### config.mk
export PLATFORM = sky130hd
export DESIGN_NAME = icache_top
export DESIGN_NICKNAME = d
export VERILOG_FILES = /design/src/common/icache_pkg.sv /design/src/icache/icache_ctrl.sv /design/src/icache/icache_data.sv /design/src/icache/icache_lru.sv /design/src/icache/icache_tagv.sv /design/src/icache/icache_top.sv
export SDC_FILE = /design/constraint.sdc
export NUM_CORES = 2
export LEC_CHECK = 0
export ABC_CLOCK_PERIOD_IN_PS = 6540
export BUFFER_PORTS_ARGS = -buffer_cell sky130_fd_sc_hd__buf_4
export CAP_MARGIN = 10
export CORE_UTILIZATION = 45
export DETAILED_ROUTE_END_ITERATION = 16
export REMOVE_ABC_BUFFERS = 1
export SLEW_MARGIN = 10
export SYNTH_ARGS = -nofsm -noshare
export SYNTH_HDL_FRONTEND = slang
export SYNTH_MEMORY_MAX_BITS = 65536
export SYNTH_SLANG_ARGS = --single-unit
### constraint.sdc
create_clock -name clk -period 6.54 [get_ports clk]
set_clock_uncertainty 0.1 [all_clocks]
set_input_delay 1.308 -clock clk [delete_from_list [all_inputs] [get_ports clk]]
set_output_delay 1.308 -clock clk [all_outputs]
set_load 0.02 [all_outputs]
### src/common/icache_pkg.sv
package icache_pkg;

    ////////////////////////////////////////////////////////////
    // geometry
    ////////////////////////////////////////////////////////////

    localparam int index_width  = 4;
    localparam int offset_width = 2;
    localparam int sets         = 1 << index_width;
    localparam int line_width   = 32 * (1 << offset_width);
    // what is left after index, word offset and byte bits
    localparam int tag_width    = 32 - index_width - offset_width - 2;

    ////////////////////////////////////////////////////////////
    // fetch address, raw word or split fields
    ////////////////////////////////////////////////////////////

    typedef struct packed {
        logic [tag_width-1:0]    tag;
        logic [index_width-1:0]  index;
        logic [offset_width-1:0] word;
        logic [1:0]              byte_sel;
    } fetch_fields_s;

    typedef union packed {
        logic [31:0]   raw;
        fetch_fields_s f;
    } fetch_addr_u;

    // maintenance ops
    typedef enum logic [1:0] {
        op_index_inv = 2'b01,
        op_inv_all   = 2'b10
    } icache_op_e;

    // contents of the request buffer
    typedef struct packed {
        fetch_addr_u addr;
        logic        uncached;
        logic        op;
        icache_op_e  op_kind;
    } fetch_req_s;

    // inst0 is the word at pc, inst1 only meaningful with second_valid
    typedef struct packed {
        logic [31:0] inst0;
        logic [31:0] inst1;
        logic        second_valid;
        logic [31:0] pc;
    } fetch_rsp_s;

endpackage

### src/icache/icache_ctrl.sv
`timescale 1ns/10ps

module icache_ctrl import icache_pkg::*; (
    input  logic        clk,
    input  logic        reset,
    input  logic        fetch_valid,
    input  fetch_req_s  fetch_req,
    input  logic        hold,
    output logic        busy,
    output logic        op_ack,
    output fetch_req_s  rbuf,
    input  logic [1:0]  hit,
    input  logic        victim,
    output logic        mem_req,
    output logic [31:0] mem_addr,
    output logic        mem_uncached,
    input  logic        mem_data_ok,
    output logic        fill_en,
    output logic        fill_way,
    output logic        lru_touch,
    output logic        lru_way,
    output logic        inv_index_en,
    output logic        inv_all_en,
    output logic        result_en,
    output logic        from_mem,
    output logic        sel_way
);

    typedef enum logic [1:0] {
        s_idle,
        s_refill,
        s_uncached,
        s_return
    } state_e;

    state_e state;
    state_e state_next;
    logic   pend;
    logic   accept;
    logic   lookup;
    logic   lk_hit;
    logic   lk_miss;
    logic   waiting;

    ////////////////////////////////////////////////////////////
    // request buffer
    ////////////////////////////////////////////////////////////

    assign accept = fetch_valid && !busy && !hold;

    // pend marks a buffered request whose lookup is this cycle
    always_ff @(posedge clk) begin
        if (reset) begin
            rbuf <= '0;
            pend <= 1'b0;
        end else begin
            pend <= accept;
            if (accept) begin
                rbuf <= fetch_req;
            end
        end
    end

    ////////////////////////////////////////////////////////////
    // lookup decode
    ////////////////////////////////////////////////////////////

    assign lookup  = (state == s_idle) && pend;
    assign lk_hit  = lookup && !rbuf.op && !rbuf.uncached && (|hit);
    // uncached always goes to memory whatever the tags say
    assign lk_miss = lookup && !rbuf.op && (rbuf.uncached || !(|hit));
    assign waiting = (state == s_refill) || (state == s_uncached);

    always_comb begin
        state_next = state;
        case (state)
            s_idle: begin
                if (lk_miss) begin
                    state_next = rbuf.uncached ? s_uncached : s_refill;
                end
            end
            s_refill, s_uncached: begin
                if (mem_data_ok) begin
                    state_next = s_return;
                end
            end
            default: state_next = s_idle;
        endcase
    end

    always_ff @(posedge clk) begin
        if (reset) begin
            state <= s_idle;
        end else begin
            state <= state_next;
        end
    end

    ////////////////////////////////////////////////////////////
    // outputs
    ////////////////////////////////////////////////////////////

    // busy and mem_req rise together in the lookup cycle of a miss
    assign busy         = lk_miss || waiting;
    assign mem_req      = lk_miss || waiting;
    assign mem_uncached = rbuf.uncached;
    assign mem_addr     = rbuf.uncached ? rbuf.addr.raw
                        : {rbuf.addr.raw[31:offset_width+2], {(offset_width+2){1'b0}}};

    assign op_ack       = lookup && rbuf.op;
    assign inv_index_en = op_ack && (rbuf.op_kind == op_index_inv);
    assign inv_all_en   = op_ack && (rbuf.op_kind == op_inv_all);

    // refill lands in the victim way in the return cycle
    assign from_mem  = (state == s_return);
    assign fill_en   = from_mem && !rbuf.uncached;
    assign fill_way  = victim;
    assign result_en = lk_hit || from_mem;
    assign sel_way   = hit[1];

    assign lru_touch = lk_hit || fill_en;
    assign lru_way   = from_mem ? victim : hit[1];

    a_mem_addr_stable: assert property (
        @(posedge clk) disable iff (reset)
        mem_req && !mem_data_ok |=> mem_req && $stable(mem_addr)
    ) else $error("icache_ctrl: mem_addr moved during request, mem_addr=%h", mem_addr);

    // a buffered request always finds the FSM idle for its lookup
    a_no_accept_busy: assert property (
        @(posedge clk) disable iff (reset) pend |-> state == s_idle
    ) else $error("icache_ctrl: request accepted while busy, state=%h", state);

endmodule

### src/icache/icache_data.sv
`timescale 1ns/10ps

module icache_data import icache_pkg::*; (
    input  logic                   clk,
    input  logic [index_width-1:0] rd_index,
    output logic [line_width-1:0]  rd_line0,
    output logic [line_width-1:0]  rd_line1,
    input  logic                   wr_en,
    input  logic                   wr_way,
    input  logic [index_width-1:0] wr_index,
    input  logic [line_width-1:0]  wr_line
);

    logic [line_width-1:0]  lines [2][sets];
    logic [index_width-1:0] rd_index_q;

    // whole line written at once on refill
    always_ff @(posedge clk) begin
        rd_index_q <= rd_index;
        if (wr_en) begin
            lines[wr_way][wr_index] <= wr_line;
        end
    end

    // registered read, both ways out for the selector
    assign rd_line0 = lines[0][rd_index_q];
    assign rd_line1 = lines[1][rd_index_q];

endmodule

### src/icache/icache_lru.sv
`timescale 1ns/10ps

module icache_lru import icache_pkg::*; (
    input  logic                   clk,
    input  logic                   reset,
    input  logic [index_width-1:0] index,
    input  logic                   touch,
    input  logic                   touch_way,
    output logic                   victim
);

    // way used last, per set
    logic [sets-1:0] last_used;

    always_ff @(posedge clk) begin
        if (reset) begin
            last_used <= '0;
        end else if (touch) begin
            last_used[index] <= touch_way;
        end
    end

    // with two ways the victim is simply the other one
    assign victim = ~last_used[index];

endmodule

### src/icache/icache_tagv.sv
`timescale 1ns/10ps

module icache_tagv import icache_pkg::*; (
    input  logic                   clk,
    input  logic                   reset,
    input  logic [index_width-1:0] rd_index,
    input  logic [tag_width-1:0]   cmp_tag,
    output logic [1:0]             hit,
    input  logic                   wr_en,
    input  logic                   wr_way,
    input  logic [index_width-1:0] wr_index,
    input  logic [tag_width-1:0]   wr_tag,
    input  logic                   inv_index_en,
    input  logic                   inv_all_en,
    input  logic [index_width-1:0] inv_index
);

    logic [tag_width-1:0]   tags [2][sets];
    logic [1:0][sets-1:0]   valid;
    logic [index_width-1:0] rd_index_q;

    // index registered at acceptance, arrays read behind it
    always_ff @(posedge clk) begin
        rd_index_q <= rd_index;
        if (wr_en) begin
            tags[wr_way][wr_index] <= wr_tag;
        end
    end

    // valid bits kept in flops so a full invalidate is one cycle
    always_ff @(posedge clk) begin
        if (reset || inv_all_en) begin
            valid <= '0;
        end else begin
            if (inv_index_en) begin
                valid[0][inv_index] <= 1'b0;
                valid[1][inv_index] <= 1'b0;
            end
            if (wr_en) begin
                valid[wr_way][wr_index] <= 1'b1;
            end
        end
    end

    always_comb begin
        for (int w = 0; w < 2; w++) begin
            hit[w] = valid[w][rd_index_q] && (tags[w][rd_index_q] == cmp_tag);
        end
    end

    // a line is only ever filled after a miss, so never in both ways
    a_hit_one_way: assert property (
        @(posedge clk) disable iff (reset) !(&hit)
    ) else $error("icache_tagv: tag hit in both ways, hit=%h", hit);

endmodule

### src/icache/icache_top.sv
`timescale 1ns/10ps

module icache_top import icache_pkg::*; (
    input  logic                  clk,
    input  logic                  reset,
    input  logic                  fetch_valid,
    input  fetch_req_s            fetch_req,
    input  logic                  hold,
    output logic                  busy,
    output logic                  op_ack,
    output logic                  rsp_valid,
    output fetch_rsp_s            rsp,
    output logic                  mem_req,
    output logic [31:0]           mem_addr,
    output logic                  mem_uncached,
    input  logic                  mem_data_ok,
    input  logic [line_width-1:0] mem_line
);

    fetch_req_s              rbuf;
    logic                    accept;
    logic [index_width-1:0]  rd_index;
    logic [1:0]              hit;
    logic                    victim;
    logic                    fill_en;
    logic                    fill_way;
    logic                    lru_touch;
    logic                    lru_way;
    logic                    inv_index_en;
    logic                    inv_all_en;
    logic                    result_en;
    logic                    from_mem;
    logic                    sel_way;
    logic [line_width-1:0]   rd_line0;
    logic [line_width-1:0]   rd_line1;
    logic [line_width-1:0]   line_sel;
    logic [offset_width-1:0] word;
    fetch_rsp_s              live_rsp;
    fetch_rsp_s              held_rsp;
    logic                    held_valid;
    logic                    show_held;

    // arrays follow the index the buffer will hold next cycle
    assign accept   = fetch_valid && !busy && !hold;
    assign rd_index = accept ? fetch_req.addr.f.index : rbuf.addr.f.index;

    icache_tagv tagv_i (
        .clk(clk), .reset(reset), .rd_index(rd_index), .cmp_tag(rbuf.addr.f.tag),
        .hit(hit), .wr_en(fill_en), .wr_way(fill_way), .wr_index(rbuf.addr.f.index),
        .wr_tag(rbuf.addr.f.tag), .inv_index_en(inv_index_en), .inv_all_en(inv_all_en),
        .inv_index(rbuf.addr.f.index)
    );

    icache_data data_i (
        .clk(clk), .rd_index(rd_index), .rd_line0(rd_line0), .rd_line1(rd_line1),
        .wr_en(fill_en), .wr_way(fill_way), .wr_index(rbuf.addr.f.index), .wr_line(mem_line)
    );

    icache_lru lru_i (
        .clk(clk), .reset(reset), .index(rbuf.addr.f.index), .touch(lru_touch),
        .touch_way(lru_way), .victim(victim)
    );

    icache_ctrl ctrl_i (
        .clk(clk), .reset(reset), .fetch_valid(fetch_valid), .fetch_req(fetch_req),
        .hold(hold), .busy(busy), .op_ack(op_ack), .rbuf(rbuf), .hit(hit), .victim(victim),
        .mem_req(mem_req), .mem_addr(mem_addr), .mem_uncached(mem_uncached),
        .mem_data_ok(mem_data_ok), .fill_en(fill_en), .fill_way(fill_way),
        .lru_touch(lru_touch), .lru_way(lru_way), .inv_index_en(inv_index_en),
        .inv_all_en(inv_all_en), .result_en(result_en), .from_mem(from_mem),
        .sel_way(sel_way)
    );

    ////////////////////////////////////////////////////////////
    // word-pair selector
    ////////////////////////////////////////////////////////////

    // mem_line is still valid in the return cycle, one after mem_data_ok
    assign line_sel = from_mem ? mem_line : (sel_way ? rd_line1 : rd_line0);
    assign word     = rbuf.addr.f.word;

    always_comb begin
        live_rsp.pc = rbuf.addr.raw;
        if (rbuf.uncached) begin
            live_rsp.inst0        = mem_line[31:0];
            live_rsp.inst1        = '0;
            live_rsp.second_valid = 1'b0;
        end else begin
            live_rsp.inst0        = line_sel[{word, 5'd0} +: 32];
            // pair only when the next word sits in the same aligned pair
            live_rsp.second_valid = ~word[0];
            live_rsp.inst1        = word[0] ? '0 : line_sel[{word | 2'b01, 5'd0} +: 32];
        end
    end

    ////////////////////////////////////////////////////////////
    // hold register
    ////////////////////////////////////////////////////////////

    always_ff @(posedge clk) begin
        if (reset) begin
            held_valid <= 1'b0;
        end else if (result_en) begin
            held_valid <= hold;
        end else if (!hold) begin
            held_valid <= 1'b0;
        end
    end

    always_ff @(posedge clk) begin
        if (result_en) begin
            held_rsp <= live_rsp;
        end
    end

    // released the cycle hold drops
    assign show_held = held_valid && hold;
    assign rsp_valid = result_en || show_held;
    assign rsp       = show_held ? held_rsp : live_rsp;

endmodule

==> out/metrics.yaml <==
outcome: "finished with violations"
violations: "setup timing"
clk_latency_ns: 1.04
relSlewSlack_pct: 19.2
yosys.area.top_type_share_pct: 75.8
min_path_type: "reg -> reg"
fmax_ghz: 0.139
first_iter_violations: 13379
syn2layout_area_growth_pct: 16.9
syn_inst: 8731
vias: 98825
wl_met3_um: 51500
p_sw_mw: 20.0
syn_area_mm2: 0.197
io_buffers: 302
cp-start-kind: "flip-flop"
drtAntennaViolNets: 0
ys_seq_area_share_pct: 76.7
top_layer: "met5"
ys_ff_latch: 5053
drive_above_1_share_pct: 34.6
grt_use_total_pct: 25.5
num_rows: 242
io_pins: 303
leakagePower_nw: 71.7
dieHeight_um: 663
yosys-top-cells-area: "edfxtp_1, mux4_2, nand2_1, dfxtp_1, mux2i_1"
cts_max_level: 6
p_total_mw: 78.7
grt.overflow.total: 0
grt_setup_unrepaired: "true"
postRouteWirelength_um: 567000
p_per_area_mw_per_mm2: 342
cts_buffer_depth: 4
globalplace.congestion: 0.811
holdWs_ns: 0.360
internal-power_mw: 58.7
dpl_worst_slack_ns: -0.418
wl_per_cell_um: 35.9
start_util_pct: 45.2
routed-wl-met2_um: 271000
grt_pass1_wl_um: 788000
irDropWorstVdd_mv: 0.313
pwr-share-seq_pct: 45.7
hold_viol: 0
critPathCaptureType: "output port"
antenna_found_initial: 59
die_w_um: 663
grt_pass1_vias: 99723
drt_pre_antenna_iters: 6
finalWorstSetupSlack_ns: -0.644
dieArea_mm2: 0.439
cap_violations: 0
cp.required_ns: 5.13
fillers: 32879
combPwrFrac_pct: 17.8
synth_edf_count: 4961
wl_met1_um: 226000
clkPwrFrac_pct: 36.6
synth.distinct_cells: 74
synthFlopType: "edfxtp_1"
numCtsBuffers: 519
finalMaxSlewViolations: 0
yosysTopAreaCell: "edfxtp_1"
core_area_mm2: 0.435
finalNetCount: 9834
clk_pin_slew_ns: 0.06
setup_viol: 65
cts_sinks: 5053
critPathKind: "reg -> out"
grt_start_max_net_pins: 102
critPathMaxFanout: 8
yosys_warnings: 0
async_flop_share_pct: 0
switching_share_pct: 25.4
clockRootBuffer: "clkbuf_16"
syn_area_per_cell_um2: 22.5
cts_tree: "yes"
drc: 0
min_period_ns: 7.18
via_per_inst: 6.25
hpwlAfterDp_um: 303000
min_period_over_period_pct: 110
worstPathArrival_ns: 5.78
tightest_slew_ns: 1.21
-- power by group through the flow --
stage          logic [mW]  registers, mW  clock network (mW)
5_1_grt              14.6           35.9                30.3
4_1_cts              13.5           35.9                29.1
3_3_place_gp         12.4           36.6                   0
6_report             14.0           35.9                28.8
3_5_place_dp         12.5           36.6                   0
2_1_floorplan        10.7           37.3                   0
-- worst max-delay path, cell delays in order (launching register included) --
cell and delay, ns:
dfxtp_4 0.43, buf_6 0.15, buf_6 0.10, buf_16 0.13, mux4_2 0.50, mux2i_1 0.16, mux2i_1 0.11, xor2_1 0.19
or4_1 0.52, nor3_2 0.29, nor4b_4 0.29, buf_12 0.17, buf_16 0.15, buf_12 0.16, buf_12 0.11, mux4_2 0.50
and2_4 0.17, o21a_1 0.18, mux2_4 0.27, buf_6 0.13
-- cell usage after synthesis (all sizes together), types with 40 or more instances --
| cell | n |
|---|---|
| a21oi | 89 |
| buf | 360 |
| clkbuf | 163 |
| dfxtp | 92 |
| edfxtp | 4961 |
| inv | 44 |
| mux2 | 79 |
| mux2i | 170 |
| mux4 | 1459 |
| nand2 | 501 |
| nor2 | 134 |
| nor3 | 40 |
| o21ai | 145 |
| o31ai | 46 |
-- per-layer routing --
metal / track usage, % / up-vias
met5: 0 / -
met4: 7.39 / 30
met3: 4.74 / 900
met2: 40.6 / 5036
met1: 36.2 / 53978
li1: - / 38881
-- final cells by class --
class | count | area [um^2] | share of cell area, %
Clock inverter | 282 | 2550 | 1.11
Clock buffer | 643 | 13800 | 5.99
Antenna cell | 17 | 42.5 | 0.0185
Tap cell | 5734 | 7170 | 3.12
Timing Repair Buffer | 934 | 9880 | 4.30
Inverter | 44 | 424 | 0.185
Multi-Input combinational cell | 3111 | 45100 | 19.6
Sequential cell | 5053 | 151000 | 65.6
-- per-stage QoR --
stage               utilization (%)  instance area (um^2)  TNS, ns  instances
floorplan                         -                194000        -       8208
global placement               48.0                209000    -2.70      14714
detailed placement             48.0                209000    -1.65      14715
CTS                            52.5                228000   -33.95      15726
global route                   52.8                230000   -39.04      15805
finish                         52.8                230000   -30.43      15818
-- worst paths after layout --
path	from	end	slack, ns	cells after the start
setup / recovery	data_i.rd_index_q[1]$_DFF_P_	rsp[59]	-0.64	19
hold / removal	lru_i.last_used[8]$_SDFFE_PP0P_	lru_i.last_used[8]$_SDFFE_PP0P_	0.36	2
setup reg to reg	data_i.rd_index_q[1]$_DFF_P_	held_rsp[72]$_DFFE_PP_	1.27	17
hold reg to reg	lru_i.last_used[8]$_SDFFE_PP0P_	lru_i.last_used[8]$_SDFFE_PP0P_	0.36	2
-- cells by family (layout without fill, tap and decap cells) --
logic type	after synthesis	after routing	synth area share (%)
other cells	0	17	0
flops	5053	5053	76.7
simple gates	862	862	1.91
compound gates	496	496	1.66
mux	1708	1708	18.0
fa+ha+maj	2	2	0.0127
xor+xnor	43	43	0.192
buf+inv	567	1903	1.47
-- registers in the layout (all words and copies together) (netlist names), 2 cells and up --
| signal | flops |
|---|---|
| data_i.lines | 4096 |
| tagv_i.tags | 768 |
| held_rsp | 97 |
| ctrl_i.rbuf | 35 |
| tagv_i.valid | 32 |
| lru_i.last_used | 16 |
| data_i.rd_index_q | 4 |
| ctrl_i.state | 2 |
-- cells in the final DEF (no fill, tap or decap), types with 15 or more instances in the layout --
master	count
mux4_2	1459
clkinv_2	67
inv_8	33
buf_8	20
nand2_2	15
nand2_1	481
nand2b_1	23
buf_16	18
bufinv_16	33
o31ai_4	21
xnor2_1	23
nor2b_1	21
nor2_1	119
buf_12	140
a21oi_1	73
mux2i_1	155
and2_1	16
nor3_1	31
dfxtp_1	85
edfxtp_1	4961
clkbuf_16	532
clkinv_1	118
diode_2	17
o21ai_0	129
mux2_2	36
mux2_4	39
clkbuf_1	106
nand3_1	36
buf_4	641
buf_6	106
a22oi_1	18
a211oi_2	15
nand4_1	36
o31ai_2	15
inv_6	27
-- what timing repair did --
| item | CTS | global route |
|---|---|---|
| setup endpoints to repair | 67 | 67 |
| resized for setup | 421 | 200 |
| hold buffers | 0 | 0 |
| pin swaps | 72 | 112 |
| cloned | 15 | 2 |
| setup buffers | 74 | 92 |
(Power assumes the default switching activity.)
